`src/include/eq_coefs.svh`:
```
`ifndef EQ_COEFS_SVH
`define EQ_COEFS_SVH

// Fixed bandpass coefficients in Q2.16, one entry per band
localparam logic signed [coef_w-1:0] eq_a1_c [num_bands_c] = '{
  18'b10_0000_0011_0001_0011, // 10 Hz to 100 Hz
  18'b10_0000_1101_0100_1010, // 100 Hz to 500 Hz
  18'b10_0001_0010_0101_1011, // 500 Hz to 1 kHz
  18'b10_0111_1101_1100_0110, // 1 kHz to 5 kHz
  18'b11_0001_1111_1011_1111, // 5 kHz to 10 kHz
  18'b00_1000_1011_1100_0000  // 10 kHz to 20 kHz
};
localparam logic signed [coef_w-1:0] eq_a2_c [num_bands_c] = '{
  18'b00_1111_1101_0000_0001,
  18'b00_1111_0010_1111_0001,
  18'b00_1110_1111_1100_0101,
  18'b00_1001_0011_1101_0000,
  18'b00_0111_1110_0011_1011,
  18'b00_0010_0001_1011_0111
};
localparam logic signed [coef_w-1:0] eq_b0_c [num_bands_c] = '{
  18'b00_0000_0001_1000_0010,
  18'b00_0000_0110_1000_0111,
  18'b00_0000_1000_0001_1101,
  18'b00_0011_0110_0001_0111,
  18'b00_0100_0000_1101_1110,
  18'b00_0110_1111_0010_0111
};
// Bandpass shape, so the middle tap is zero everywhere
localparam logic signed [coef_w-1:0] eq_b1_c [num_bands_c] = '{
  18'b0, 18'b0, 18'b0, 18'b0, 18'b0, 18'b0
};
localparam logic signed [coef_w-1:0] eq_b2_c [num_bands_c] = '{
  18'b11_1111_1110_0111_1110,
  18'b11_1111_1001_0111_1001,
  18'b11_1111_0111_1110_0011,
  18'b11_1100_1001_1110_1001,
  18'b11_1011_1111_0010_0010,
  18'b11_1001_0000_1101_1001
};

`endif

```
`src/audio_eq_pkg.sv`:
```
package audio_eq_pkg;

  localparam int sample_w = 16;    // Signed audio sample
  localparam int coef_w = 18;      // Signed Q2.16
  localparam int state_w = 19;     // Sample plus three guard bits
  localparam int gain_w = 8;       // Unsigned Q1.7
  localparam int power_w = 8;
  localparam int num_bands_c = 6;

  // Unity gain
  localparam logic [gain_w-1:0] gain_reset_c = gain_w'(128);

  typedef struct packed {
    logic signed [coef_w-1:0] a1;
    logic signed [coef_w-1:0] a2;
    logic signed [coef_w-1:0] b0;
    logic signed [coef_w-1:0] b1;
    logic signed [coef_w-1:0] b2;
  } band_coefs_t;

  `include "eq_coefs.svh"

  // Unknown band numbers fall back to the lowest band
  function automatic band_coefs_t get_band_coefs(input int band);
    band_coefs_t c;
    int idx;
    idx = (band >= 0 && band < num_bands_c) ? band : 0;
    c.a1 = eq_a1_c[idx];
    c.a2 = eq_a2_c[idx];
    c.b0 = eq_b0_c[idx];
    c.b1 = eq_b1_c[idx];
    c.b2 = eq_b2_c[idx];
    return c;
  endfunction

endpackage

```
`src/eq_ctrl.sv`:
```
`timescale 1ns/100ps

module eq_ctrl import audio_eq_pkg::*; #(
  parameter int NUM_BANDS = num_bands_c
) (
  input  logic                              clk,
  input  logic                              reset,
  input  logic                              sample_valid,
  input  logic                              enable,
  input  logic                              cfg_write,
  input  logic [2:0]                        cfg_addr,
  input  logic [gain_w-1:0]                 cfg_data,
  output logic                              filt_step,
  output logic                              filt_clear,
  output logic                              mix_step,
  output logic                              bypass,
  output logic [NUM_BANDS-1:0][gain_w-1:0]  gains,
  output logic                              out_valid
);

  logic enable_d1;
  logic enable_d2;

  // Sample strobe pipeline, one stage per datapath step
  always_ff @(posedge clk) begin
    if (reset) begin
      filt_step <= 1'b0;
      mix_step <= 1'b0;
      out_valid <= 1'b0;
    end else begin
      filt_step <= sample_valid;
      mix_step <= filt_step;
      out_valid <= mix_step;
    end
  end

  // Enable follows the sample down the pipe so bypass lines up with mix_step
  always_ff @(posedge clk) begin
    if (reset) begin
      enable_d1 <= 1'b0;
      enable_d2 <= 1'b0;
      filt_clear <= 1'b0;
    end else begin
      enable_d1 <= enable;
      enable_d2 <= enable_d1;
      filt_clear <= enable & ~enable_d1;  // One pulse per rising edge
    end
  end

  assign bypass = ~enable_d2;

  // Gain registers, addresses past the last band are dropped
  always_ff @(posedge clk) begin
    if (reset) begin
      for (int b = 0; b < NUM_BANDS; b++) begin
        gains[b] <= gain_reset_c;
      end
    end else if (cfg_write) begin
      for (int b = 0; b < NUM_BANDS; b++) begin
        if (int'(cfg_addr) == b) begin
          gains[b] <= cfg_data;
        end
      end
    end
  end

endmodule

```
`config.mk`:
```
export PLATFORM = sky130hd
export DESIGN_NAME = eq_ctrl
export DESIGN_NICKNAME = d
export VERILOG_FILES = /design/src/audio_eq_pkg.sv /design/src/eq_ctrl.sv
export VERILOG_INCLUDE_DIRS = /design/src /design/src/include
export SDC_FILE = /design/constraint.sdc
export NUM_CORES = 1
export LEC_CHECK = 0
export BUFFER_PORTS_ARGS = -buffer_cell sky130_fd_sc_hd__buf_2
export CAP_MARGIN = 10
export CORE_ASPECT_RATIO = 1.5
export CORE_MARGIN = 3
export CORE_UTILIZATION = 44
export CTS_BUF_LIST = sky130_fd_sc_hd__clkbuf_4 sky130_fd_sc_hd__clkbuf_8 sky130_fd_sc_hd__clkbuf_16
export DETAILED_ROUTE_END_ITERATION = 7
export GPL_ROUTABILITY_DRIVEN = 0
export PLACE_DENSITY = 0.74
export SLEW_MARGIN = 5
export SYNTH_ARGS = -nofsm -noshare
export SYNTH_HDL_FRONTEND = slang
export SYNTH_SLANG_ARGS = --single-unit
```
`constraint.sdc`:
```
create_clock -name clk -period 1.3 [get_ports clk]
set_clock_uncertainty 0.05 [all_clocks]
set_input_delay 0.39 -clock clk [delete_from_list [all_inputs] [get_ports clk]]
set_output_delay 0.39 -clock clk [all_outputs]
set_load 0.02 [all_outputs]
```
# [After elaboration in Yosys (flattened, before gate mapping)]
# Index checks and enable logic that the tools add are counted.
[word_totals] ff_bits=54 in_bits=16 output_inout_bits=53 elab_cells=27
[classes] eq_ne=5 bitwise=3 reduce_logical=7
[ops] operator="$eq 3x3->1 const B" count=4
[ops] operator="$reduce_and 2->1" count=6
[ops] operator="$eq 3x2->1 const B" count=1
[ops] operator="$logic_not 3->1" count=1
[ops] operator="$not 1->1" count=2
[ops] operator="$and 1x1->1" count=1

# [Logic depth before layout (Yosys ltp)]
[depth] depth_word=2 ltp_mapped=3 depth_no_buf=2

# [Worst setup path after synthesis]
# Ideal clock, no wire load.
[synth_path] path_type="input to register" startpoint="input cfg_addr[0]" endpoint="register gains[7] in the netlist's numbering" arrival_time_ns=1.163 t_required_ns=1.119 path_slack_ns=-0.045 stages=3 n_path_buf=1 path_cell_list="or4b_4 -> buf_6 -> mux2i_1"
[synth_via] elab_chain_len=2
[synth_rtl] element="start: declaration" line="eq_ctrl.sv:11" rtl="input logic [2:0] cfg_addr,"
[synth_rtl] element="$logic_not 3->1" line="eq_ctrl.sv:60" rtl="if (int'(cfg_addr) == b) begin"
[synth_rtl] element="$reduce_and 2->1 (no source line)"
[synth_rtl] element="end signal: indexed assignment" line="eq_ctrl.sv:56" rtl="gains[b] <= gain_reset_c;"
[synth_rtl] element="end signal: indexed assignment" line="eq_ctrl.sv:61" rtl="gains[b] <= cfg_data;"
[synth_rtl] element="end: declaration" line="eq_ctrl.sv:17" rtl="output logic [NUM_BANDS-1:0][gain_w-1:0] gains,"
# Every way passes these cells.
# A chain may end at the register's enable or synchronous reset.

# [Worst setup path after layout]
[layout_path] startpoint="register gains[10] in the netlist's numbering" endpoint="output gains[10] in the netlist's numbering"
# No word-level cell between the ends.

==> out/metrics.csv <==
stage,metric,value,unit
die,rows,29,
timing,timing.slew.headroom,77.2,%
timing,period_needed,1.27,ns
run_status,status,completed,
logic_synthesis,ys_types,13,
grt,grt_start_max_net_pins,31,
logic_synthesis,synth_area,0.00206,mm²
logic_synthesis,yosysTopAreaCell,dfxtp_1,
cts,clock_latency,0.30,ns
cts,cts_tree,built,
finish,multi_input_area,917,µm²
setup_path,cp.required,0.86,ns
finish,nets,280,
setup_path,cp.buffers_inverters,1,
cts,post_cts_buffers,0,
setup_path,cp_top_family,flip-flops,
logic_synthesis,synth_top_area_share,52.5,%
cts,cts_resized,0,
logic_synthesis,yosys_warnings,0,
drt,routed_wl,4520,µm
timing,period_share,97.6,%
logic_synthesis,yosysSeqAreaShare,52.5,%
setup_path,start_kind,register,
die,start_util,47.3,%
finish,fin_util,62.4,%
grt,grt_pass1_wl,7250,µm
finish,layout-drive-gt1-share,36.6,%
drt,final_antenna_net_count,0,
finish,fillers,391,
die,die-area,0.00556,mm²
logic_synthesis,synth-edff-count,0,
power_and_ir_drop,power.density,1100,mW/mm²
cts,clk_pin_slew_worst_paths,0.09,ns
setup_path,critPathMaxStageDelay,0.36,ns
placement,dp_hpwl,3310,µm
setup_path,crit_type,register to primary output,
logic_synthesis,synth_area_per_cell,11.3,µm²
drt,dr.pass1.iters,4,
logic_synthesis,ys.flop_type,dfxtp_1,
grt,grt_pass1_vias,1533,
logic_synthesis,synth_nets,199,
hold_path,hold_class,input pin to register,
finish,final_cell_area,0.00272,mm²
cts,cts-buffers-inserted,5,
logic_synthesis,synth.top_cells.by_count,"dfxtp_1, nand2b_1, mux2i_1, nor2_1",
cts,cts.sinks,54,
cts,clock-root-buffer,clkbuf_8,
setup_path,crit_path_top_delay_cell,dfxtp_1,
setup_path,crit_fanout,2,
placement,placed_cell_area,0.00260,mm²
finish,syn_to_final_growth,31.9,%
die,dieWidth,61.9,µm
die,chipHeight,89.8,µm
drt,via_per_inst,4.85,
flow_run,cap_violations,0,
setup_path,cp.arrival,0.83,ns
timing,worstMarginPinSlew,0.342,ns
finish,final_cells,311,
timing,rsz0062_at_grt,false,
logic_synthesis,yosys_register_bits,54,
logic_synthesis,ys_async_sr_fraction,0,%
logic_synthesis,synth.most_common_cell,dfxtp_1,
die,boundaryPins,69,
setup_path,cp-end-kind,primary output,
power_and_ir_drop,ir_worst_vdd,0.000790,V
timing,max_freq,0.788,GHz
logic_synthesis,syn-instance-count,183,
grt,grt_use_total,17.2,%
drt,drt-initial-drc-count,26,
cts,clock_path_buffers,2,
setup_path,path_cells,buf_2,
die,fp.coreArea,0.00435,mm²
placement,dp.cells,303,
power_and_ir_drop,leakagePower,1.44,nW
drt,dr_total_vias,1508,
drt,route.detailed.drc,0,
cts,holdBufCountCts,0,
placement,numPortBuffers,68,
logic_synthesis,synth_area_leaders,"dfxtp_1, mux2i_1, nand2b_1",
cts,htreeDepth,2,
finish,antenna_cells,0,
finish,seq_area,0.00108,mm²
drt,wl_per_cell,14.5,µm
grt,grt_overflow_total,0,
timing,setup_viol,0,
grt,antenna_found_initial,0,
timing,slew_viol_final,0,
timing,finalHoldViolCount,0,
-- metal layers --
metal / routed length [µm] / vias to the layer above / global-route usage [%]
met5: 0 / - / 0
met4: 92 / 0 / 5.66
met3: 236 / 7 / 4.15
met2: 2320 / 43 / 29.5
met1: 1870 / 694 / 20.1
li1: - / 764 / -
-- worst reg2reg max path: stages, from the launching register on --
cell and delay, ns:
dfxtp_2 0.34, nand2b_1 0.06, mux2i_1 0.16
-- cell usage in the layout, fill, tap and decap left out --
| master | n |
|---|---|
| buf_2 | 58 |
| dfxtp_1 | 53 |
| nand2b_1 | 49 |
| mux2i_1 | 48 |
| buf_4 | 23 |
| nor2_1 | 7 |
| nor2b_1 | 6 |
| clkbuf_8 | 6 |
| buf_12 | 5 |
| nand4b_1 | 2 |
| nand4bb_1 | 2 |
| inv_1 | 1 |
| and4bb_2 | 1 |
| or4b_4 | 1 |
| clkinv_2 | 1 |
| clkbuf_4 | 1 |
| dfxtp_2 | 1 |
-- flip-flops by register name, indices dropped and copies added (netlist names) --
register	flops
mix_step	1
gains	48
filt_step	1
enable_d2	1
enable_d1	1
filt_clear	1
out_valid	1
-- final timing paths --
path,start,to,slack (ns),cells past startpoint
setup / recovery,gains[10],gains[10],0.03,1
hold / removal,sample_valid,filt_step,0.26,2
setup reg to reg,gains[28],gains[28],0.61,2
hold reg to reg,enable_d1,filt_clear,0.37,1
-- cell families (layout without fill, tap and decap cells) --
logic type,count (synthesis),count (layout),synth area share [%]
mux,48,48,23.3
simple gates,68,68,21.2
buf+inv,13,95,3.04
flops,54,54,52.5
-- metrics by stage --
step           TNS, ns  hold slack (ns)  total power (W)  setup WS, ns
3_3_place_gp     -2.79            0.342          0.00206        -0.167
5_1_grt              0            0.292          0.00311       0.00135
2_1_floorplan   -0.305            0.334          0.00192       -0.0447
4_1_cts              0            0.257          0.00303       0.00180
6_report             0            0.261          0.00299        0.0313
3_5_place_dp     -3.53            0.353          0.00207        -0.189
-- layout make-up --
cell class	instances	area share, %
multi-input cells	116	33.7
flip-flops and latches	54	39.8
clock buffers	7	3.31
clock inverters	1	0.184
repair buffers	86	20.7
inverters	1	0.138
well taps	46	2.12
-- where the power goes --
group / switching [W] / internal (W)
clock: 0.000513 / 0.000452
combinational: 0.000166 / 0.000152
sequential: 0.0000190 / 0.00169
Note: power is estimated with default switching activity, not from simulation.
