`config.mk`:
```
export PLATFORM = sky130hd
export DESIGN_NAME = biquad_band
export DESIGN_NICKNAME = d
export VERILOG_FILES = /design/src/audio_eq_pkg.sv /design/src/biquad_band.sv
export VERILOG_INCLUDE_DIRS = /design/src /design/src/include
export SDC_FILE = /design/constraint.sdc
export NUM_CORES = 2
export LEC_CHECK = 0
export BUFFER_PORTS_ARGS = -buffer_cell sky130_fd_sc_hd__buf_4
export CAP_MARGIN = 10
export CORE_MARGIN = 5
export CORE_UTILIZATION = 50
export CTS_CLUSTER_DIAMETER = 60
export CTS_CLUSTER_SIZE = 8
export DETAILED_ROUTE_END_ITERATION = 10
export GPL_TIMING_DRIVEN = 1
export HOLD_SLACK_MARGIN = 0.08
export PLACE_DENSITY = 0.65
export SLEW_MARGIN = 20
export SYNTH_ARGS = -nofsm -noshare
export SYNTH_HDL_FRONTEND = slang
export SYNTH_SLANG_ARGS = --single-unit
```
`constraint.sdc`:
```
create_clock -name clk -period 9.1 [get_ports clk]
set_input_delay 1.82 -clock clk [delete_from_list [all_inputs] [get_ports clk]]
set_output_delay 1.82 -clock clk [all_outputs]
set_load 0.01 [all_outputs]
```
`src/include/eq_coefs.svh`:
```
`ifndef EQ_COEFS_SVH
`define EQ_COEFS_SVH

// Fixed bandpass coefficients in Q2.16, one entry per band
localparam logic signed [coef_w-1:0] eq_a1_c [num_bands_c] = '{
  18'b10_0000_0011_0001_0011, // 10 Hz to 100 Hz
  18'b10_0000_1101_0100_1010, // 100 Hz to 500 Hz
  18'b10_0001_0010_0101_1011, // 500 Hz to 1 kHz
  18'b10_0111_1101_1100_0110, // 1 kHz to 5 kHz
  18'b11_0001_1111_1011_1111, // 5 kHz to 10 kHz
  18'b00_1000_1011_1100_0000  // 10 kHz to 20 kHz
};
localparam logic signed [coef_w-1:0] eq_a2_c [num_bands_c] = '{
  18'b00_1111_1101_0000_0001,
  18'b00_1111_0010_1111_0001,
  18'b00_1110_1111_1100_0101,
  18'b00_1001_0011_1101_0000,
  18'b00_0111_1110_0011_1011,
  18'b00_0010_0001_1011_0111
};
localparam logic signed [coef_w-1:0] eq_b0_c [num_bands_c] = '{
  18'b00_0000_0001_1000_0010,
  18'b00_0000_0110_1000_0111,
  18'b00_0000_1000_0001_1101,
  18'b00_0011_0110_0001_0111,
  18'b00_0100_0000_1101_1110,
  18'b00_0110_1111_0010_0111
};
// Bandpass shape, so the middle tap is zero everywhere
localparam logic signed [coef_w-1:0] eq_b1_c [num_bands_c] = '{
  18'b0, 18'b0, 18'b0, 18'b0, 18'b0, 18'b0
};
localparam logic signed [coef_w-1:0] eq_b2_c [num_bands_c] = '{
  18'b11_1111_1110_0111_1110,
  18'b11_1111_1001_0111_1001,
  18'b11_1111_0111_1110_0011,
  18'b11_1100_1001_1110_1001,
  18'b11_1011_1111_0010_0010,
  18'b11_1001_0000_1101_1001
};

`endif

```
`src/audio_eq_pkg.sv`:
```
package audio_eq_pkg;

  localparam int sample_w = 16;    // Signed audio sample
  localparam int coef_w = 18;      // Signed Q2.16
  localparam int state_w = 19;     // Sample plus three guard bits
  localparam int gain_w = 8;       // Unsigned Q1.7
  localparam int power_w = 8;
  localparam int num_bands_c = 6;

  // Unity gain
  localparam logic [gain_w-1:0] gain_reset_c = gain_w'(128);

  typedef struct packed {
    logic signed [coef_w-1:0] a1;
    logic signed [coef_w-1:0] a2;
    logic signed [coef_w-1:0] b0;
    logic signed [coef_w-1:0] b1;
    logic signed [coef_w-1:0] b2;
  } band_coefs_t;

  `include "eq_coefs.svh"

  // Unknown band numbers fall back to the lowest band
  function automatic band_coefs_t get_band_coefs(input int band);
    band_coefs_t c;
    int idx;
    idx = (band >= 0 && band < num_bands_c) ? band : 0;
    c.a1 = eq_a1_c[idx];
    c.a2 = eq_a2_c[idx];
    c.b0 = eq_b0_c[idx];
    c.b1 = eq_b1_c[idx];
    c.b2 = eq_b2_c[idx];
    return c;
  endfunction

endpackage

```
`src/biquad_band.sv`:
```
`timescale 1ns/100ps

module biquad_band import audio_eq_pkg::*; #(
  parameter int BAND_ID = 0
) (
  input  logic                       clk,
  input  logic                       reset,
  input  logic                       filt_step,
  input  logic                       filt_clear,
  input  logic signed [sample_w-1:0] in_l,
  input  logic signed [sample_w-1:0] in_r,
  output logic signed [sample_w-1:0] band_l,
  output logic signed [sample_w-1:0] band_r
);

  localparam int frac_w = coef_w - 2;
  localparam int sum_w = state_w + 2;    // Room for three terms without overflow
  localparam band_coefs_t coefs = get_band_coefs(BAND_ID);

  localparam logic signed [sum_w-1:0] state_max_c = sum_w'((2 ** (state_w - 1)) - 1);
  localparam logic signed [sum_w-1:0] state_min_c = sum_w'(-(2 ** (state_w - 1)));
  localparam logic signed [sum_w-1:0] sample_max_c = sum_w'((2 ** (sample_w - 1)) - 1);
  localparam logic signed [sum_w-1:0] sample_min_c = sum_w'(-(2 ** (sample_w - 1)));

  // State times coefficient, back to state scale
  function automatic logic signed [state_w-1:0] coef_mult(
    input logic signed [state_w-1:0] s,
    input logic signed [coef_w-1:0]  c
  );
    logic signed [state_w+coef_w-1:0] prod;
    prod = s * c;
    return prod[frac_w +: state_w];
  endfunction

  function automatic logic signed [state_w-1:0] sat_state(input logic signed [sum_w-1:0] x);
    if (x > state_max_c) begin
      return state_max_c[state_w-1:0];
    end else if (x < state_min_c) begin
      return state_min_c[state_w-1:0];
    end
    return x[state_w-1:0];
  endfunction

  function automatic logic signed [sample_w-1:0] sat_sample(input logic signed [sum_w-1:0] x);
    if (x > sample_max_c) begin
      return sample_max_c[sample_w-1:0];
    end else if (x < sample_min_c) begin
      return sample_min_c[sample_w-1:0];
    end
    return x[sample_w-1:0];
  endfunction

  logic signed [sample_w-1:0] ch_in [2];
  logic signed [sample_w-1:0] ch_out [2];

  assign ch_in[0] = in_l;
  assign ch_in[1] = in_r;
  assign band_l = ch_out[0];
  assign band_r = ch_out[1];

  for (genvar ch = 0; ch < 2; ch++) begin : g_chan
    logic signed [state_w-1:0]  v;
    logic signed [state_w-1:0]  v1;
    logic signed [state_w-1:0]  v2;
    logic signed [sum_w-1:0]    fb_sum;
    logic signed [sum_w-1:0]    ff_sum;
    logic signed [sample_w-1:0] y;

    // Recursive part
    assign fb_sum = sum_w'(ch_in[ch])
                  - sum_w'(coef_mult(v1, coefs.a1))
                  - sum_w'(coef_mult(v2, coefs.a2));

    // Output taps use the state before this step's update
    assign ff_sum = sum_w'(coef_mult(v, coefs.b0))
                  + sum_w'(coef_mult(v1, coefs.b1))
                  + sum_w'(coef_mult(v2, coefs.b2));

    always_ff @(posedge clk) begin
      if (reset || filt_clear) begin
        v <= '0;
        v1 <= '0;
        v2 <= '0;
        y <= '0;
      end else if (filt_step) begin
        v <= sat_state(fb_sum);
        v1 <= v;
        v2 <= v1;
        y <= sat_sample(ff_sum);
      end
    end

    assign ch_out[ch] = y;
  end

endmodule

```
# Yosys cells after proc, flatten, opt, wreduce, memory -nomap -nowiden
# Index checks and enable logic that the tools add are counted.
[totals]
input_bits = 36
word_cells = 59
output_inout_bits = 32
ff_bits = 146
[op_classes]
n_reduce_logical = 1
mul = 8
n_lt_le_gt_ge = 8
add_sub_neg = 6
n_mux = 28
[op_table]
columns = ["op", "n"]
rows = [
  ["19-bit two-way mux", 6],
  ["19-bit by 9-bit multiplier with 28-bit output (second input constant)", 4],
  ["16-bit two-way mux", 6],
  ["19-bit by 17-bit multiplier with 35-bit output (second input constant)", 2],
  ["19-bit by 18-bit multiplier with 35-bit output (second input constant)", 2],
  ["21-bit by 19-bit greater-than comparator with 1-bit output (second input constant)", 2],
  ["21-bit by 19-bit less-than comparator with 1-bit output (second input constant)", 2],
  ["20-bit by 19-bit subtractor with 21-bit output", 2],
  ["16-bit by 19-bit subtractor with 20-bit output", 2],
  ["14-bit by 16-bit greater-than comparator with 1-bit output (second input constant)", 2],
  ["14-bit by 16-bit less-than comparator with 1-bit output (second input constant)", 2],
  ["13-bit by 13-bit adder with 14-bit output", 2],
  ["1-bit two-way mux", 16],
  ["1-bit logical OR", 1],
]

# Longest topological paths before layout
[depth]
word_depth = 9
depth_mapped = 36
mapped_depth_nobuf = 34

# Least setup slack after synthesis
# No wires, ideal clock.
[synth_path]
path_type = "reg2reg"
start = "register g_chan[0].v2[18]"
end = "register g_chan[0].v[14]"
stages_incl_launch_ff = 29
synth_period_minus_slack_ps = 8497
n_path_buf = 4
setup_slack_ps = 603
setup_time_ps = 95
arrival_time_ps = 8401
required_ps = 9005
path_cell_list = "dfxtp_1 > clkbuf_1 > inv_1 > fa_1 > inv_1 > fa_1 > fa_1 > fa_1 > fa_1 > ha_1 > ha_1 > nand3_1 > or3_1 > a41oi_1 > nor2_1 > xor2_1 > fa_1 > ha_1 > clkbuf_1 > nand2_1 > nor2_1 > o211ai_2 > and3_1 > a211oi_1 > o211a_1 > buf_6 > buf_6 > nand2_1 > a221oi_1"
[synth_between]
elab_chain_len = 8
elab_cells_between_ends = 10
classes_between = "1 x add/sub; 1 x mul; 2 x order compare; 6 x mux"
[synth_lines]
columns = ["element", "line", "text"]
rows = [
  ["start, declared", "biquad_band.sv:64", "logic signed [state_w-1:0] v2;"],
  ["start signal, assigned", "biquad_band.sv:88", "v2 <= v1;"],
  ["19-bit by 17-bit multiplier with 35-bit output (*)", "biquad_band.sv:31", "prod = s * c;"],
  ["20-bit by 19-bit subtractor with 21-bit output (*)", "biquad_band.sv:72", "- sum_w'(coef_mult(v2, coefs.a2));"],
  ["21-bit by 19-bit less-than comparator with 1-bit output", "biquad_band.sv:38", "end else if (x < state_min_c) begin"],
  ["1-bit two-way mux", "biquad_band.sv:38", ""],
  ["1-bit two-way mux", "biquad_band.sv:36", "if (x > state_max_c) begin"],
  ["1-bit two-way mux", "biquad_band.sv:85", "end else if (filt_step) begin"],
  ["1-bit two-way mux", "biquad_band.sv:80", "if (reset || filt_clear) begin"],
  ["19-bit two-way mux (*)", "biquad_band.sv:41", "return x[state_w-1:0];"],
  ["end signal, assigned", "biquad_band.sv:86", "v <= sat_state(fb_sum);"],
  ["end, declared", "biquad_band.sv:62", "logic signed [state_w-1:0] v;"],
]
# Every way passes the cells marked *; elsewhere a longest branch is shown, timed or not. The select of a mux whose other input is x is not followed.
# A chain may end at the register's enable or synchronous reset.

# Worst setup path after layout
[layout_path]
start = "register g_chan[1].v2[2]"
end = "register g_chan[1].v[8]"
[layout_between]
elab_chain_len = 8
elab_cells_between_ends = 10
classes_between = "1 x add/sub; 1 x mul; 2 x order compare; 6 x mux"
[layout_lines]
columns = ["element", "line"]
rows = [
  ["start, declared", "biquad_band.sv:64"],
  ["start signal, assigned", "biquad_band.sv:88"],
  ["19-bit by 17-bit multiplier with 35-bit output (*)", "biquad_band.sv:31"],
  ["20-bit by 19-bit subtractor with 21-bit output (*)", "biquad_band.sv:72"],
  ["21-bit by 19-bit less-than comparator with 1-bit output", "biquad_band.sv:38"],
  ["1-bit two-way mux", "biquad_band.sv:38"],
  ["1-bit two-way mux", "biquad_band.sv:36"],
  ["1-bit two-way mux", "biquad_band.sv:85"],
  ["1-bit two-way mux", "biquad_band.sv:80"],
  ["19-bit two-way mux (*)", "biquad_band.sv:41"],
  ["end signal, assigned", "biquad_band.sv:86"],
  ["end, declared", "biquad_band.sv:62"],
]
# Marks and branches as above.

==> metrics <==
CTS clk-pin slew, worst paths=around 0.08 ns; Post-synth EDFFs=0; std cell rows=about 100; yosys warns=0; Top FF cell, synth=dfxtp_1; routed vias/inst=between 5 and 6; simple-gate share of the synthesized area=0.0679; hold crit path type=flop to flop; Post-Syn Area=approximately 0.037 mm^2; Hold Vio Cnt, Final=0; #FFs+latches synth=144; Top cell by count, worst path=fa_1; Die Footprint=0.0791 mm^2; synth top area cells=ha_1 30%, fa_1 28%, inv_1 9.3%, dfxtp_1 7.8%, xnor2_1 3.5%; routability cong.=0.907; outcome=finished, final reports clean; met2 WL post-DR=between 30000 and 40000 um; area share of the leading cell type in the synthesized netlist=0.299; largest net degree at the start of global routing=70; Setup CP Type=flop to flop; share of the yosys chip area belonging to registers=0.0783; ys async rst share=0; Max Cap Violations=0; layout cells sized above 1=0.0558; DR top layer=met4; Post-Route WL=84900 um; worst setup margin=~0.54 ns; initial antenna violation count=2; first-pass GRT wire length=approximately 140000 um; Die X=between 200 and 300 um; Crit path largest cell delay=just under 0.6 ns; CTS Buf Count=17; clock buffer depth=2; VDD IR max=roughly 0.32 mV; Syn Nets=5279; Cells after DPL=just under 5k; grt ovf=0; Net count, final=between 5k and 6k; Starting Density=0.504; XOR/XNOR Fraction of Synth Area=0.0550; Gate Count Post-Synth=approximately 3.9k; GR Util All Layers=0.223; CP Capture Type=flop; Req. time, crit path=around 9.5 ns; Slowest cell on crit path=fa_1; fin area=a little under 0.04 mm^2; CTS root buffer=clkbuf_16; Worst EP arrival=approximately 9 ns; postcts setup bufs=0; P&R area growth vs syn=6.90%; most frequent cell after synthesis=inv_1; IO Count=between 60 and 70; Slew Limit Fails=0; minimum clock period=between 8 and 9 ns; main combinational cell family by area after synthesis=adder cells; FMAX=around 120 MHz; most instantiated cells after synthesis=910 x inv_1, 879 x ha_1, 508 x fa_1, 213 x nor2_1, 146 x xnor2_1; core area=between 0.07 and 0.08 mm^2; vias=between 20k and 30k; CTS HTree Levels=4; Clock Latency Late Sink=0.48 ns; 1st-iter DRT viols=1145; Final period util=0.941; mux contribution to synthesized area=0.0340; Wirelength per Cell=17.2 um; DRC=0; Syn Area/Cell=about 9.5 um^2; Routed Antenna Nets=0; P_leak=between 0.02 and 0.025 uW; post-synthesis adder-cell area fraction=0.575; Worst Path Max Fanout=18; instance area at placement=between 0.03 and 0.04 mm^2; PwrDens=approximately 250 mW/mm^2; Synth Area in Compound Gates=0.0903; skew final=roughly 0.019 ns; Die Height=around 280 um; Power Total=9730 uW; WL met1=40400 um; Worst setup SP type=flop; Fillers=approximately 6.6k; vias in the first global route=26.6k; First-pass DRT Iterations=5; Setup violations, final=0; Setup WS pre-CTS=0.503 ns; HPWL after DPL=approximately 73000 um; PortBufs=67; CTS Sinks=about 140; Synth cell types=between 90 and 100; met3 WL=between 3000 and 4000 um; Relative slew margins=0.394; area leader, netlist=ha_1; Least-Margin Pin Slew=approximately 0.9 ns; Non-Filler Instances=between 4k and 5k; CTS tree=done
==> registers in the layout, summed over array words and instances (netlist names) <==
name	flops
g_chan.v2	38
band_l	15
g_chan.v	38
g_chan.v1	38
band_r	15
==> cell families (layout without fill, tap and decap cells) <==
logic type	count (synthesis)	count (layout)
simple gates	527	527
xor+xnor	231	231
compound gates	484	484
other cells	0	1
fa+ha+maj	1387	1387
flops	144	144
mux	123	123
buf+inv	960	1066
==> through the flow <==
step                setup TNS (ns)   util  hold slack [ns]
global placement                 0  0.531            0.450
CTS                              0  0.539            0.465
detailed placement               0  0.531            0.454
finish                           0  0.539            0.462
global route              -0.00282  0.539            0.489
floorplan                        0      -            0.479
==> power by group <==
part           leakage, uW  switching [uW]  internal (uW)  total (uW)
sequential         0.00117             177            748         925
combinational       0.0212            4690           3360        8040
clock             0.000294             328            439         767
total               0.0227            5190           4540        9730
==> worst paths after layout <==
path,end,cells after the start,from,slack (ns)
min reg2reg,band_l[6],2,band_l[6],0.46
max reg2reg,g_chan[1].v[8],31,g_chan[1].v2[2],0.54
min,band_l[6],2,band_l[6],0.46
max,g_chan[1].v[8],31,g_chan[1].v2[2],0.54
==> cell usage in the layout, fill, tap and decap left out, types with 7 or more instances in the layout <==
cell / n
inv_1: 910
ha_1: 879
fa_1: 508
nor2_1: 212
xnor2_1: 146
dfxtp_1: 141
a21oi_1: 135
buf_4: 123
mux2i_1: 107
nand2_1: 89
o21ai_0: 86
xor2_1: 85
a21o_1: 64
nand3_1: 41
nor3_1: 31
nand2b_1: 26
o21a_1: 23
nor2b_1: 22
o21bai_1: 18
a221o_1: 18
clkbuf_16: 17
nand4_1: 16
and3_1: 16
and2_1: 16
mux2_2: 16
a31oi_1: 15
or3_1: 14
or2_2: 13
a221oi_1: 12
a211oi_1: 10
o31ai_1: 9
nand3b_1: 9
o21ai_1: 7
o211ai_1: 7
==> worst max-delay path, delay by kind of cell, from the launching register on <==
family,cells,cell delay [ns]
muxes,1,0.30
AOI/OAI and AO/OA,9,1.59
xor gates and xnor gates,1,0.49
adders and majority gates,9,3.89
buffers and inverters,5,0.69
DFF,1,0.58
and+or+nand+nor,6,0.86
==> routing by layer <==
| metal | up-vias | GRT usage |
|---|---|---|
| li1 | 12800 | - |
| met1 | 12500 | 0.313 |
| met2 | 375 | 0.376 |
| met3 | 64 | 0.0228 |
| met4 | 0 | 0.0484 |
| met5 | - | 0 |
==> what timing repair did <==
action                     CTS  global route
hold buffers                 0             0
hold endpoints to repair     0             0
setup endpoints to repair    0            21
resized for setup            0             4
==> final cells by class <==
class | count | area [um^2] | area share
well taps | 959 | 1200 | 0.0305
flip-flops and latches | 144 | 2890 | 0.0734
repair buffers | 124 | 935 | 0.0238
diodes | 1 | 2.50 | 0.0000636
clock inverters | 12 | 160 | 0.00407
multi-input cells | 2752 | 30300 | 0.770
clock buffers | 19 | 443 | 0.0113
inverters | 911 | 3420 | 0.0869
Power figures use the tool's default switching activity.
