[config.mk]
export PLATFORM = sky130hd
export DESIGN_NAME = band_mixer
export DESIGN_NICKNAME = d
export VERILOG_FILES = /design/src/audio_eq_pkg.sv /design/src/band_mixer.sv
export VERILOG_INCLUDE_DIRS = /design/src /design/src/include
export SDC_FILE = /design/constraint.sdc
export NUM_CORES = 2
export LEC_CHECK = 0
export BUFFER_PORTS_ARGS = -buffer_cell sky130_fd_sc_hd__buf_4
export CORE_MARGIN = 2
export CORE_UTILIZATION = 44
export CTS_BUF_LIST = sky130_fd_sc_hd__clkbuf_4 sky130_fd_sc_hd__clkbuf_8 sky130_fd_sc_hd__clkbuf_16
export CTS_CLUSTER_SIZE = 25
export DETAILED_ROUTE_END_ITERATION = 16
export MAX_ROUTING_LAYER = met4
export SYNTH_ARGS = -nofsm -noshare
export SYNTH_HDL_FRONTEND = slang
export SYNTH_SLANG_ARGS = --single-unit
[constraint.sdc]
create_clock -name clk -period 21.2 [get_ports clk]
set_input_delay 4.24 -clock clk [delete_from_list [all_inputs] [get_ports clk]]
set_output_delay 4.24 -clock clk [all_outputs]
set_load 0.05 [all_outputs]
[src/include/eq_coefs.svh]
`ifndef EQ_COEFS_SVH
`define EQ_COEFS_SVH

// Fixed bandpass coefficients in Q2.16, one entry per band
localparam logic signed [coef_w-1:0] eq_a1_c [num_bands_c] = '{
  18'b10_0000_0011_0001_0011, // 10 Hz to 100 Hz
  18'b10_0000_1101_0100_1010, // 100 Hz to 500 Hz
  18'b10_0001_0010_0101_1011, // 500 Hz to 1 kHz
  18'b10_0111_1101_1100_0110, // 1 kHz to 5 kHz
  18'b11_0001_1111_1011_1111, // 5 kHz to 10 kHz
  18'b00_1000_1011_1100_0000  // 10 kHz to 20 kHz
};
localparam logic signed [coef_w-1:0] eq_a2_c [num_bands_c] = '{
  18'b00_1111_1101_0000_0001,
  18'b00_1111_0010_1111_0001,
  18'b00_1110_1111_1100_0101,
  18'b00_1001_0011_1101_0000,
  18'b00_0111_1110_0011_1011,
  18'b00_0010_0001_1011_0111
};
localparam logic signed [coef_w-1:0] eq_b0_c [num_bands_c] = '{
  18'b00_0000_0001_1000_0010,
  18'b00_0000_0110_1000_0111,
  18'b00_0000_1000_0001_1101,
  18'b00_0011_0110_0001_0111,
  18'b00_0100_0000_1101_1110,
  18'b00_0110_1111_0010_0111
};
// Bandpass shape, so the middle tap is zero everywhere
localparam logic signed [coef_w-1:0] eq_b1_c [num_bands_c] = '{
  18'b0, 18'b0, 18'b0, 18'b0, 18'b0, 18'b0
};
localparam logic signed [coef_w-1:0] eq_b2_c [num_bands_c] = '{
  18'b11_1111_1110_0111_1110,
  18'b11_1111_1001_0111_1001,
  18'b11_1111_0111_1110_0011,
  18'b11_1100_1001_1110_1001,
  18'b11_1011_1111_0010_0010,
  18'b11_1001_0000_1101_1001
};

`endif

[src/audio_eq_pkg.sv]
package audio_eq_pkg;

  localparam int sample_w = 16;    // Signed audio sample
  localparam int coef_w = 18;      // Signed Q2.16
  localparam int state_w = 19;     // Sample plus three guard bits
  localparam int gain_w = 8;       // Unsigned Q1.7
  localparam int power_w = 8;
  localparam int num_bands_c = 6;

  // Unity gain
  localparam logic [gain_w-1:0] gain_reset_c = gain_w'(128);

  typedef struct packed {
    logic signed [coef_w-1:0] a1;
    logic signed [coef_w-1:0] a2;
    logic signed [coef_w-1:0] b0;
    logic signed [coef_w-1:0] b1;
    logic signed [coef_w-1:0] b2;
  } band_coefs_t;

  `include "eq_coefs.svh"

  // Unknown band numbers fall back to the lowest band
  function automatic band_coefs_t get_band_coefs(input int band);
    band_coefs_t c;
    int idx;
    idx = (band >= 0 && band < num_bands_c) ? band : 0;
    c.a1 = eq_a1_c[idx];
    c.a2 = eq_a2_c[idx];
    c.b0 = eq_b0_c[idx];
    c.b1 = eq_b1_c[idx];
    c.b2 = eq_b2_c[idx];
    return c;
  endfunction

endpackage

[src/band_mixer.sv]
`timescale 1ns/100ps

module band_mixer import audio_eq_pkg::*; #(
  parameter int NUM_BANDS = num_bands_c
) (
  input  logic                               clk,
  input  logic                               reset,
  input  logic                               mix_step,
  input  logic                               bypass,
  input  logic [NUM_BANDS-1:0][gain_w-1:0]   gains,
  input  logic [NUM_BANDS-1:0][sample_w-1:0] bands_l,
  input  logic [NUM_BANDS-1:0][sample_w-1:0] bands_r,
  input  logic signed [sample_w-1:0]         dry_l,
  input  logic signed [sample_w-1:0]         dry_r,
  output logic signed [sample_w-1:0]         out_l,
  output logic signed [sample_w-1:0]         out_r
);

  localparam int prod_w = sample_w + gain_w + 1;
  localparam int acc_w = prod_w + $clog2(NUM_BANDS + 1);
  localparam int gain_frac_w = gain_w - 1;

  localparam logic signed [acc_w-1:0] sat_max_c = acc_w'((2 ** (sample_w - 1)) - 1);
  localparam logic signed [acc_w-1:0] sat_min_c = acc_w'(-(2 ** (sample_w - 1)));

  function automatic logic signed [sample_w-1:0] sat_sample(input logic signed [acc_w-1:0] x);
    if (x > sat_max_c) begin
      return sat_max_c[sample_w-1:0];
    end else if (x < sat_min_c) begin
      return sat_min_c[sample_w-1:0];
    end
    return x[sample_w-1:0];
  endfunction

  logic signed [acc_w-1:0] sum_l;
  logic signed [acc_w-1:0] sum_r;

  // Weighted sum over all bands
  always_comb begin
    logic signed [prod_w-1:0] prod_l;
    logic signed [prod_w-1:0] prod_r;
    sum_l = '0;
    sum_r = '0;
    for (int b = 0; b < NUM_BANDS; b++) begin
      // Gain is unsigned, zero extend before the signed multiply
      prod_l = $signed(bands_l[b]) * $signed({1'b0, gains[b]});
      prod_r = $signed(bands_r[b]) * $signed({1'b0, gains[b]});
      sum_l = sum_l + acc_w'(prod_l);
      sum_r = sum_r + acc_w'(prod_r);
    end
  end

  always_ff @(posedge clk) begin
    if (reset) begin
      out_l <= '0;
      out_r <= '0;
    end else if (mix_step) begin
      if (bypass) begin
        out_l <= dry_l;
        out_r <= dry_r;
      end else begin
        out_l <= sat_sample(sum_l >>> gain_frac_w);   // Back to Q1.7 unity
        out_r <= sat_sample(sum_r >>> gain_frac_w);
      end
    end
  end

endmodule

# After elaboration in Yosys (flattened, before gate mapping)
# Cells that the tools add are included.
# classes
add_sub_neg	10
multipliers	12
n_lt_le_gt_ge	4
n_mux	18
# ops
cell	count
$mul A16 B9 Y25	12
$mux W16	8
$add A28 B25 Y28	4
$add A27 B25 Y28	2
$add A26 B25 Y27	2
$add A25 B25 Y26	2
$gt A21 B16 Y1 const B	2
$lt A21 B16 Y1 const B	2
$mux W1	10
# totals
reg_bits	32
inputBits	276
output_inout_bits	32
elab_cells	46

# Logic depth before layout (Yosys ltp)
# depth
ltp_word	14
depth_mapped	32
mapped_depth_nobuf	29

# Worst setup path after synthesis
# Ideal clock, no wire load.
# synth_path
path_kind	input -> register
start	input gains[0] (netlist name)
end	register out_l[1]
t_arrival_ps	11777
required_time_ps	21080
slack_ps	9303
path_stages	30
path_buffers	3
cell_sequence	clkbuf_1 -> nand2_1 -> inv_1 -> fa_1 -> fa_1 -> inv_1 -> fa_1 -> inv_1 -> fa_1 -> fa_1 -> inv_1 -> fa_1 -> inv_1 -> fa_1 -> fa_1 -> inv_1 -> fa_1 -> inv_1 -> ha_1 -> buf_6 -> a211o_1 -> o21bai_1 -> a41o_1 -> nor3b_1 -> a21oi_1 -> a2111oi_2 -> a21oi_2 -> buf_6 -> a21oi_2 -> o21ai_2
# synth_via
elab_chain_len	14
elab_cells_between_ends	16
# synth_rtl
item	line_no	rtl
start: declaration	band_mixer.sv:10	input logic [NUM_BANDS-1:0][gain_w-1:0] gains,
$mul A16 B9 Y25 *	band_mixer.sv:46	prod_l = $signed(bands_l[b]) * $signed({1'b0, gains[b]});
$add A25 B25 Y26 *	band_mixer.sv:48	sum_l = sum_l + acc_w'(prod_l);
$add A26 B25 Y27 *	band_mixer.sv:48	
$add A27 B25 Y28 *	band_mixer.sv:48	
$add A28 B25 Y28 * (2 in series)	band_mixer.sv:48	
$lt A21 B16 Y1	band_mixer.sv:29	end else if (x < sat_min_c) begin
$mux W1	band_mixer.sv:29	
$mux W1	band_mixer.sv:27	if (x > sat_max_c) begin
$mux W1	band_mixer.sv:58	if (bypass) begin
$mux W1	band_mixer.sv:57	end else if (mix_step) begin
$mux W1	band_mixer.sv:54	if (reset) begin
$mux W16 *	band_mixer.sv:32	return x[sample_w-1:0];
$mux W16 *	band_mixer.sv:58	
end signal: assignment	band_mixer.sv:59	out_l <= dry_l;
end signal: assignment	band_mixer.sv:62	out_l <= sat_sample(sum_l >>> gain_frac_w);
end: declaration	band_mixer.sv:15	output logic signed [sample_w-1:0] out_l,
# Mark *: on every way between the ends. The rest lies on a longest branch, timed or not. The select of a mux whose other input is x is not followed.
# A chain may end at the register's enable or synchronous reset.

# Final worst setup path
# layout_path
start	input gains[0] (netlist name)
end	register out_r[13]
# layout_via
elab_chain_len	14
elab_cells_between_ends	16
# layout_rtl
item	line_no	rtl
$mul A16 B9 Y25 *	band_mixer.sv:47	prod_r = $signed(bands_r[b]) * $signed({1'b0, gains[b]});
$add A25 B25 Y26 *	band_mixer.sv:49	sum_r = sum_r + acc_w'(prod_r);
$add A26 B25 Y27 *	band_mixer.sv:49	
$add A27 B25 Y28 *	band_mixer.sv:49	
$add A28 B25 Y28 * (2 in series)	band_mixer.sv:49	
$lt A21 B16 Y1	band_mixer.sv:29	
$mux W1	band_mixer.sv:29	
$mux W1	band_mixer.sv:27	
$mux W1	band_mixer.sv:58	
$mux W1	band_mixer.sv:57	
$mux W1	band_mixer.sv:54	
$mux W16 *	band_mixer.sv:32	
$mux W16 *	band_mixer.sv:58	
end signal: assignment	band_mixer.sv:60	out_r <= dry_r;
end signal: assignment	band_mixer.sv:63	out_r <= sat_sample(sum_r >>> gain_frac_w);
end: declaration	band_mixer.sv:16	output logic signed [sample_w-1:0] out_r
# Marked as above.

==> results.json <==
{
  "drt_iter0_drc": 2352,
  "hpwlAfterDp_um": 149000,
  "synth.yosys.warnings": 0,
  "grt_start_max_net_pins": 33,
  "grt_pass1_wl_um": 261000,
  "cts_inserted_buffers": 5,
  "top_flip_flop_cell_by_instance_count_after_synthesis": "sky130_fd_sc_hd__dfxtp_1",
  "syn-cell-area_um2": 60400,
  "area_growth_syn_to_layout_pct": 6.62,
  "drt_wl_total_um": 158000,
  "final_max_slew_viol_count": 0,
  "initial_utilization": 0.444,
  "h_tree_depth_reported_by_cts": 2,
  "die_h_um": 375,
  "fmax_mhz": 78.6,
  "drtPass1Iterations": 5,
  "finalNetCount": 8942,
  "r2r-end": "out_r[13]$_SDFFE_PP0P_",
  "hold-path-cell-count": 2,
  "reg2reg_setup_slack_ns": 20.45,
  "critPathArrivalTime_ns": 12.93,
  "rsz_0062_raised_after_global_routing": "no",
  "synth_edf_count": 0,
  "synth_async_sr_flop_share": 0,
  "detail_route.wl_per_cell_um": 19.0,
  "worstSetupStartpointType": "input port",
  "fillerInstances": 12900,
  "io_buf_count": 307,
  "cp-end-kind": "register",
  "insertion_delay_ns": 0.28,
  "post-synth-top-count-cell": "sky130_fd_sc_hd__inv_1",
  "die_width_um": 375,
  "post-route-min-period_ns": 12.72,
  "worst-path-max-fanout": 32,
  "antenna_left": 0,
  "worstPathRequired_ns": 21.41,
  "gr_overflow_total": 0,
  "regToRegStartpoint": "out_r[13]$_SDFFE_PP0P_",
  "synth_seq_area_share": 0.0106,
  "timing.hold.worst.class": "reg2reg",
  "synth_area_leader_cell": "sky130_fd_sc_hd__fa_1",
  "layout.core_utilization": 0.474,
  "area_of_the_core_region_um2": 136000,
  "final.setup.tns_ns": 0,
  "clockRootBuffer": "sky130_fd_sc_hd__clkbuf_16",
  "yosys.area.top_type_share": 0.568,
  "ys_types": 75,
  "holdCritStartpoint": "out_l[3]$_SDFFE_PP0P_",
  "io-pin-count": 308,
  "min_period_over_period": 0.600,
  "max-slew-margin-rel": 0.335,
  "criticalPathCategory": "in2reg",
  "r2r.worst_path.cells": 4,
  "hold_buffers": 0,
  "synthTopCellsByArea": "sky130_fd_sc_hd__fa_1, sky130_fd_sc_hd__inv_1, sky130_fd_sc_hd__and2_1",
  "vias": 40100,
  "synth.avg_cell_area_um2": 9.47,
  "first_global_vias": 44900,
  "clkTransAtPathRegs_ns": 0.06,
  "netlist_instances": 6379,
  "hold-path-endpoint": "out_l[3]$_SDFFE_PP0P_",
  "actual_slew_at_the_worst_max_slew_pin_ns": 0.993,
  "clkSinkCount": 32,
  "gp_routability_congestion": 0.914,
  "grt_antenna_before_repair": 42,
  "finalHoldViolCount": 0,
  "synth_seq_cells": 32,
  "timing.final.setup_violations": 0,
  "max-clock-path-buffers": 2,
  "floorplan.die_area_um2": 140000,
  "vias_per_cell": 4.82,
  "post_route_cells_drive_above_1_share": 0.0559,
  "post_cts_setup_inserts": 0,
  "tritoncts": "yes",
  "synth.cells.most_frequent": "sky130_fd_sc_hd__inv_1, sky130_fd_sc_hd__fa_1, sky130_fd_sc_hd__and2_1",
  "worst_clk_skew_ns": 0,
  "status": "complete, no violations",
  "placementRows": 135,
  "maxCapViolations": 0,
  "synth_nets": 8813,
  "drc_errors": 0,
  "track_usage": 0.246,
  "cts-resized-gates": 0
}
## stage by stage
stage                     hold WS, ns  area, um^2  worst slack, ns  instances
after floorplan                 0.663       60400             9.30       6379
after global placement          0.452       64200             8.24       8282
after detailed placement        0.449       64200             8.23       8282
after CTS                       0.466       64300             8.53       8290
after global routing            0.484       64400             7.86       8328
final                           0.465       64400             8.48       8331
## area by class of cell
cell class,instances,area (um^2),share of cell area
Antenna cell,41,103,0.00159
Timing Repair Buffer,308,2310,0.0359
Clock inverter,2,35.0,0.000544
Multi-Input combinational cell,4185,51600,0.800
Clock buffer,6,133,0.00206
Inverter,1976,7420,0.115
Tap cell,1781,2230,0.0346
Sequential cell,32,641,0.00994
## registers in the layout (all words and copies together) (netlist names)
register and count:
out_r 16, out_l 16
## worst max-delay path: stages
cell and delay, ns:
sky130_fd_sc_hd__buf_4 0.32, sky130_fd_sc_hd__nand2_1 0.14, sky130_fd_sc_hd__fa_1 0.56, sky130_fd_sc_hd__inv_1 0.06, sky130_fd_sc_hd__fa_1 0.50, sky130_fd_sc_hd__inv_1 0.05
sky130_fd_sc_hd__fa_1 0.52, sky130_fd_sc_hd__fa_1 0.58, sky130_fd_sc_hd__fa_1 0.53, sky130_fd_sc_hd__fa_1 0.52, sky130_fd_sc_hd__inv_1 0.05, sky130_fd_sc_hd__fa_1 0.58
sky130_fd_sc_hd__fa_1 0.53, sky130_fd_sc_hd__inv_1 0.05, sky130_fd_sc_hd__fa_1 0.48, sky130_fd_sc_hd__inv_1 0.06, sky130_fd_sc_hd__ha_1 0.36, sky130_fd_sc_hd__a21oi_1 0.28
sky130_fd_sc_hd__o21ai_0 0.13, sky130_fd_sc_hd__a41oi_1 0.34, sky130_fd_sc_hd__o211ai_1 0.26, sky130_fd_sc_hd__a41oi_2 0.28, sky130_fd_sc_hd__xor2_1 0.17, sky130_fd_sc_hd__o41ai_4 0.93
sky130_fd_sc_hd__nand2_1 0.16, sky130_fd_sc_hd__a31oi_1 0.20
## logic make-up (layout without fill, tap and decap cells)
| family | count (synthesis) | in the layout | synth area share |
|---|---|---|---|
| other | 0 | 41 | 0 |
| adder cells (fa/ha/maj) | 2158 | 2158 | 0.660 |
| buffers and inverters | 2162 | 2292 | 0.136 |
| XOR/XNOR | 61 | 61 | 0.00896 |
| multiplexers | 5 | 5 | 0.000911 |
| flip-flops | 32 | 32 | 0.0106 |
| AO/OA/AOI/OAI | 256 | 256 | 0.0292 |
| AND/OR/NAND/NOR | 1705 | 1705 | 0.154 |
## cell usage in the layout (no fill, tap or decap), types with 6 or more instances in the layout
cell                       count
sky130_fd_sc_hd__or3_1         6
sky130_fd_sc_hd__xnor2_1      42
sky130_fd_sc_hd__o21a_1       17
sky130_fd_sc_hd__a32oi_1      14
sky130_fd_sc_hd__nand4_1      11
sky130_fd_sc_hd__and2_1     1088
sky130_fd_sc_hd__inv_1      1976
sky130_fd_sc_hd__o21ai_2       8
sky130_fd_sc_hd__nand2_1     525
sky130_fd_sc_hd__nor3_1       12
sky130_fd_sc_hd__o21ai_0      51
sky130_fd_sc_hd__a21o_1       17
sky130_fd_sc_hd__nand3_1      15
sky130_fd_sc_hd__dfxtp_1      32
sky130_fd_sc_hd__diode_2      41
sky130_fd_sc_hd__buf_4       308
sky130_fd_sc_hd__o21ai_1      14
sky130_fd_sc_hd__a21oi_1      66
sky130_fd_sc_hd__a21oi_2      13
sky130_fd_sc_hd__xor2_1       18
sky130_fd_sc_hd__ha_1        444
sky130_fd_sc_hd__nor2_1       20
sky130_fd_sc_hd__fa_1       1714
sky130_fd_sc_hd__a211oi_1      6
## worst max-delay path by stage
stage,from,end,slack [ns],depth (start not counted)
finish,gains[0],out_r[13]$_SDFFE_PP0P_,8.48,26
global route,gains[0],out_l[5]$_SDFFE_PP0P_,7.86,28
CTS,gains[0],out_l[6]$_SDFFE_PP0P_,8.53,28
detailed placement,gains[0],out_r[13]$_SDFFE_PP0P_,8.23,26
global placement,gains[32],out_l[5]$_SDFFE_PP0P_,8.24,28
floorplan,gains[0],out_l[1]$_SDFFE_PP0P_,9.30,30
## layer usage
| layer | vias up | track usage | wire length (um) |
|---|---|---|---|
| li1 | 18200 | - | - |
| met1 | 20900 | 0.376 | 78700 |
| met2 | 934 | 0.349 | 66400 |
| met3 | 61 | 0.0523 | 12100 |
| met4 | 0 | 0.0162 | 1220 |
| met5 | - | - | 0 |
Power is left out: the tool's default activity adds up to more than one toggle a clock period on the data nets, which glitch-free logic cannot reach.
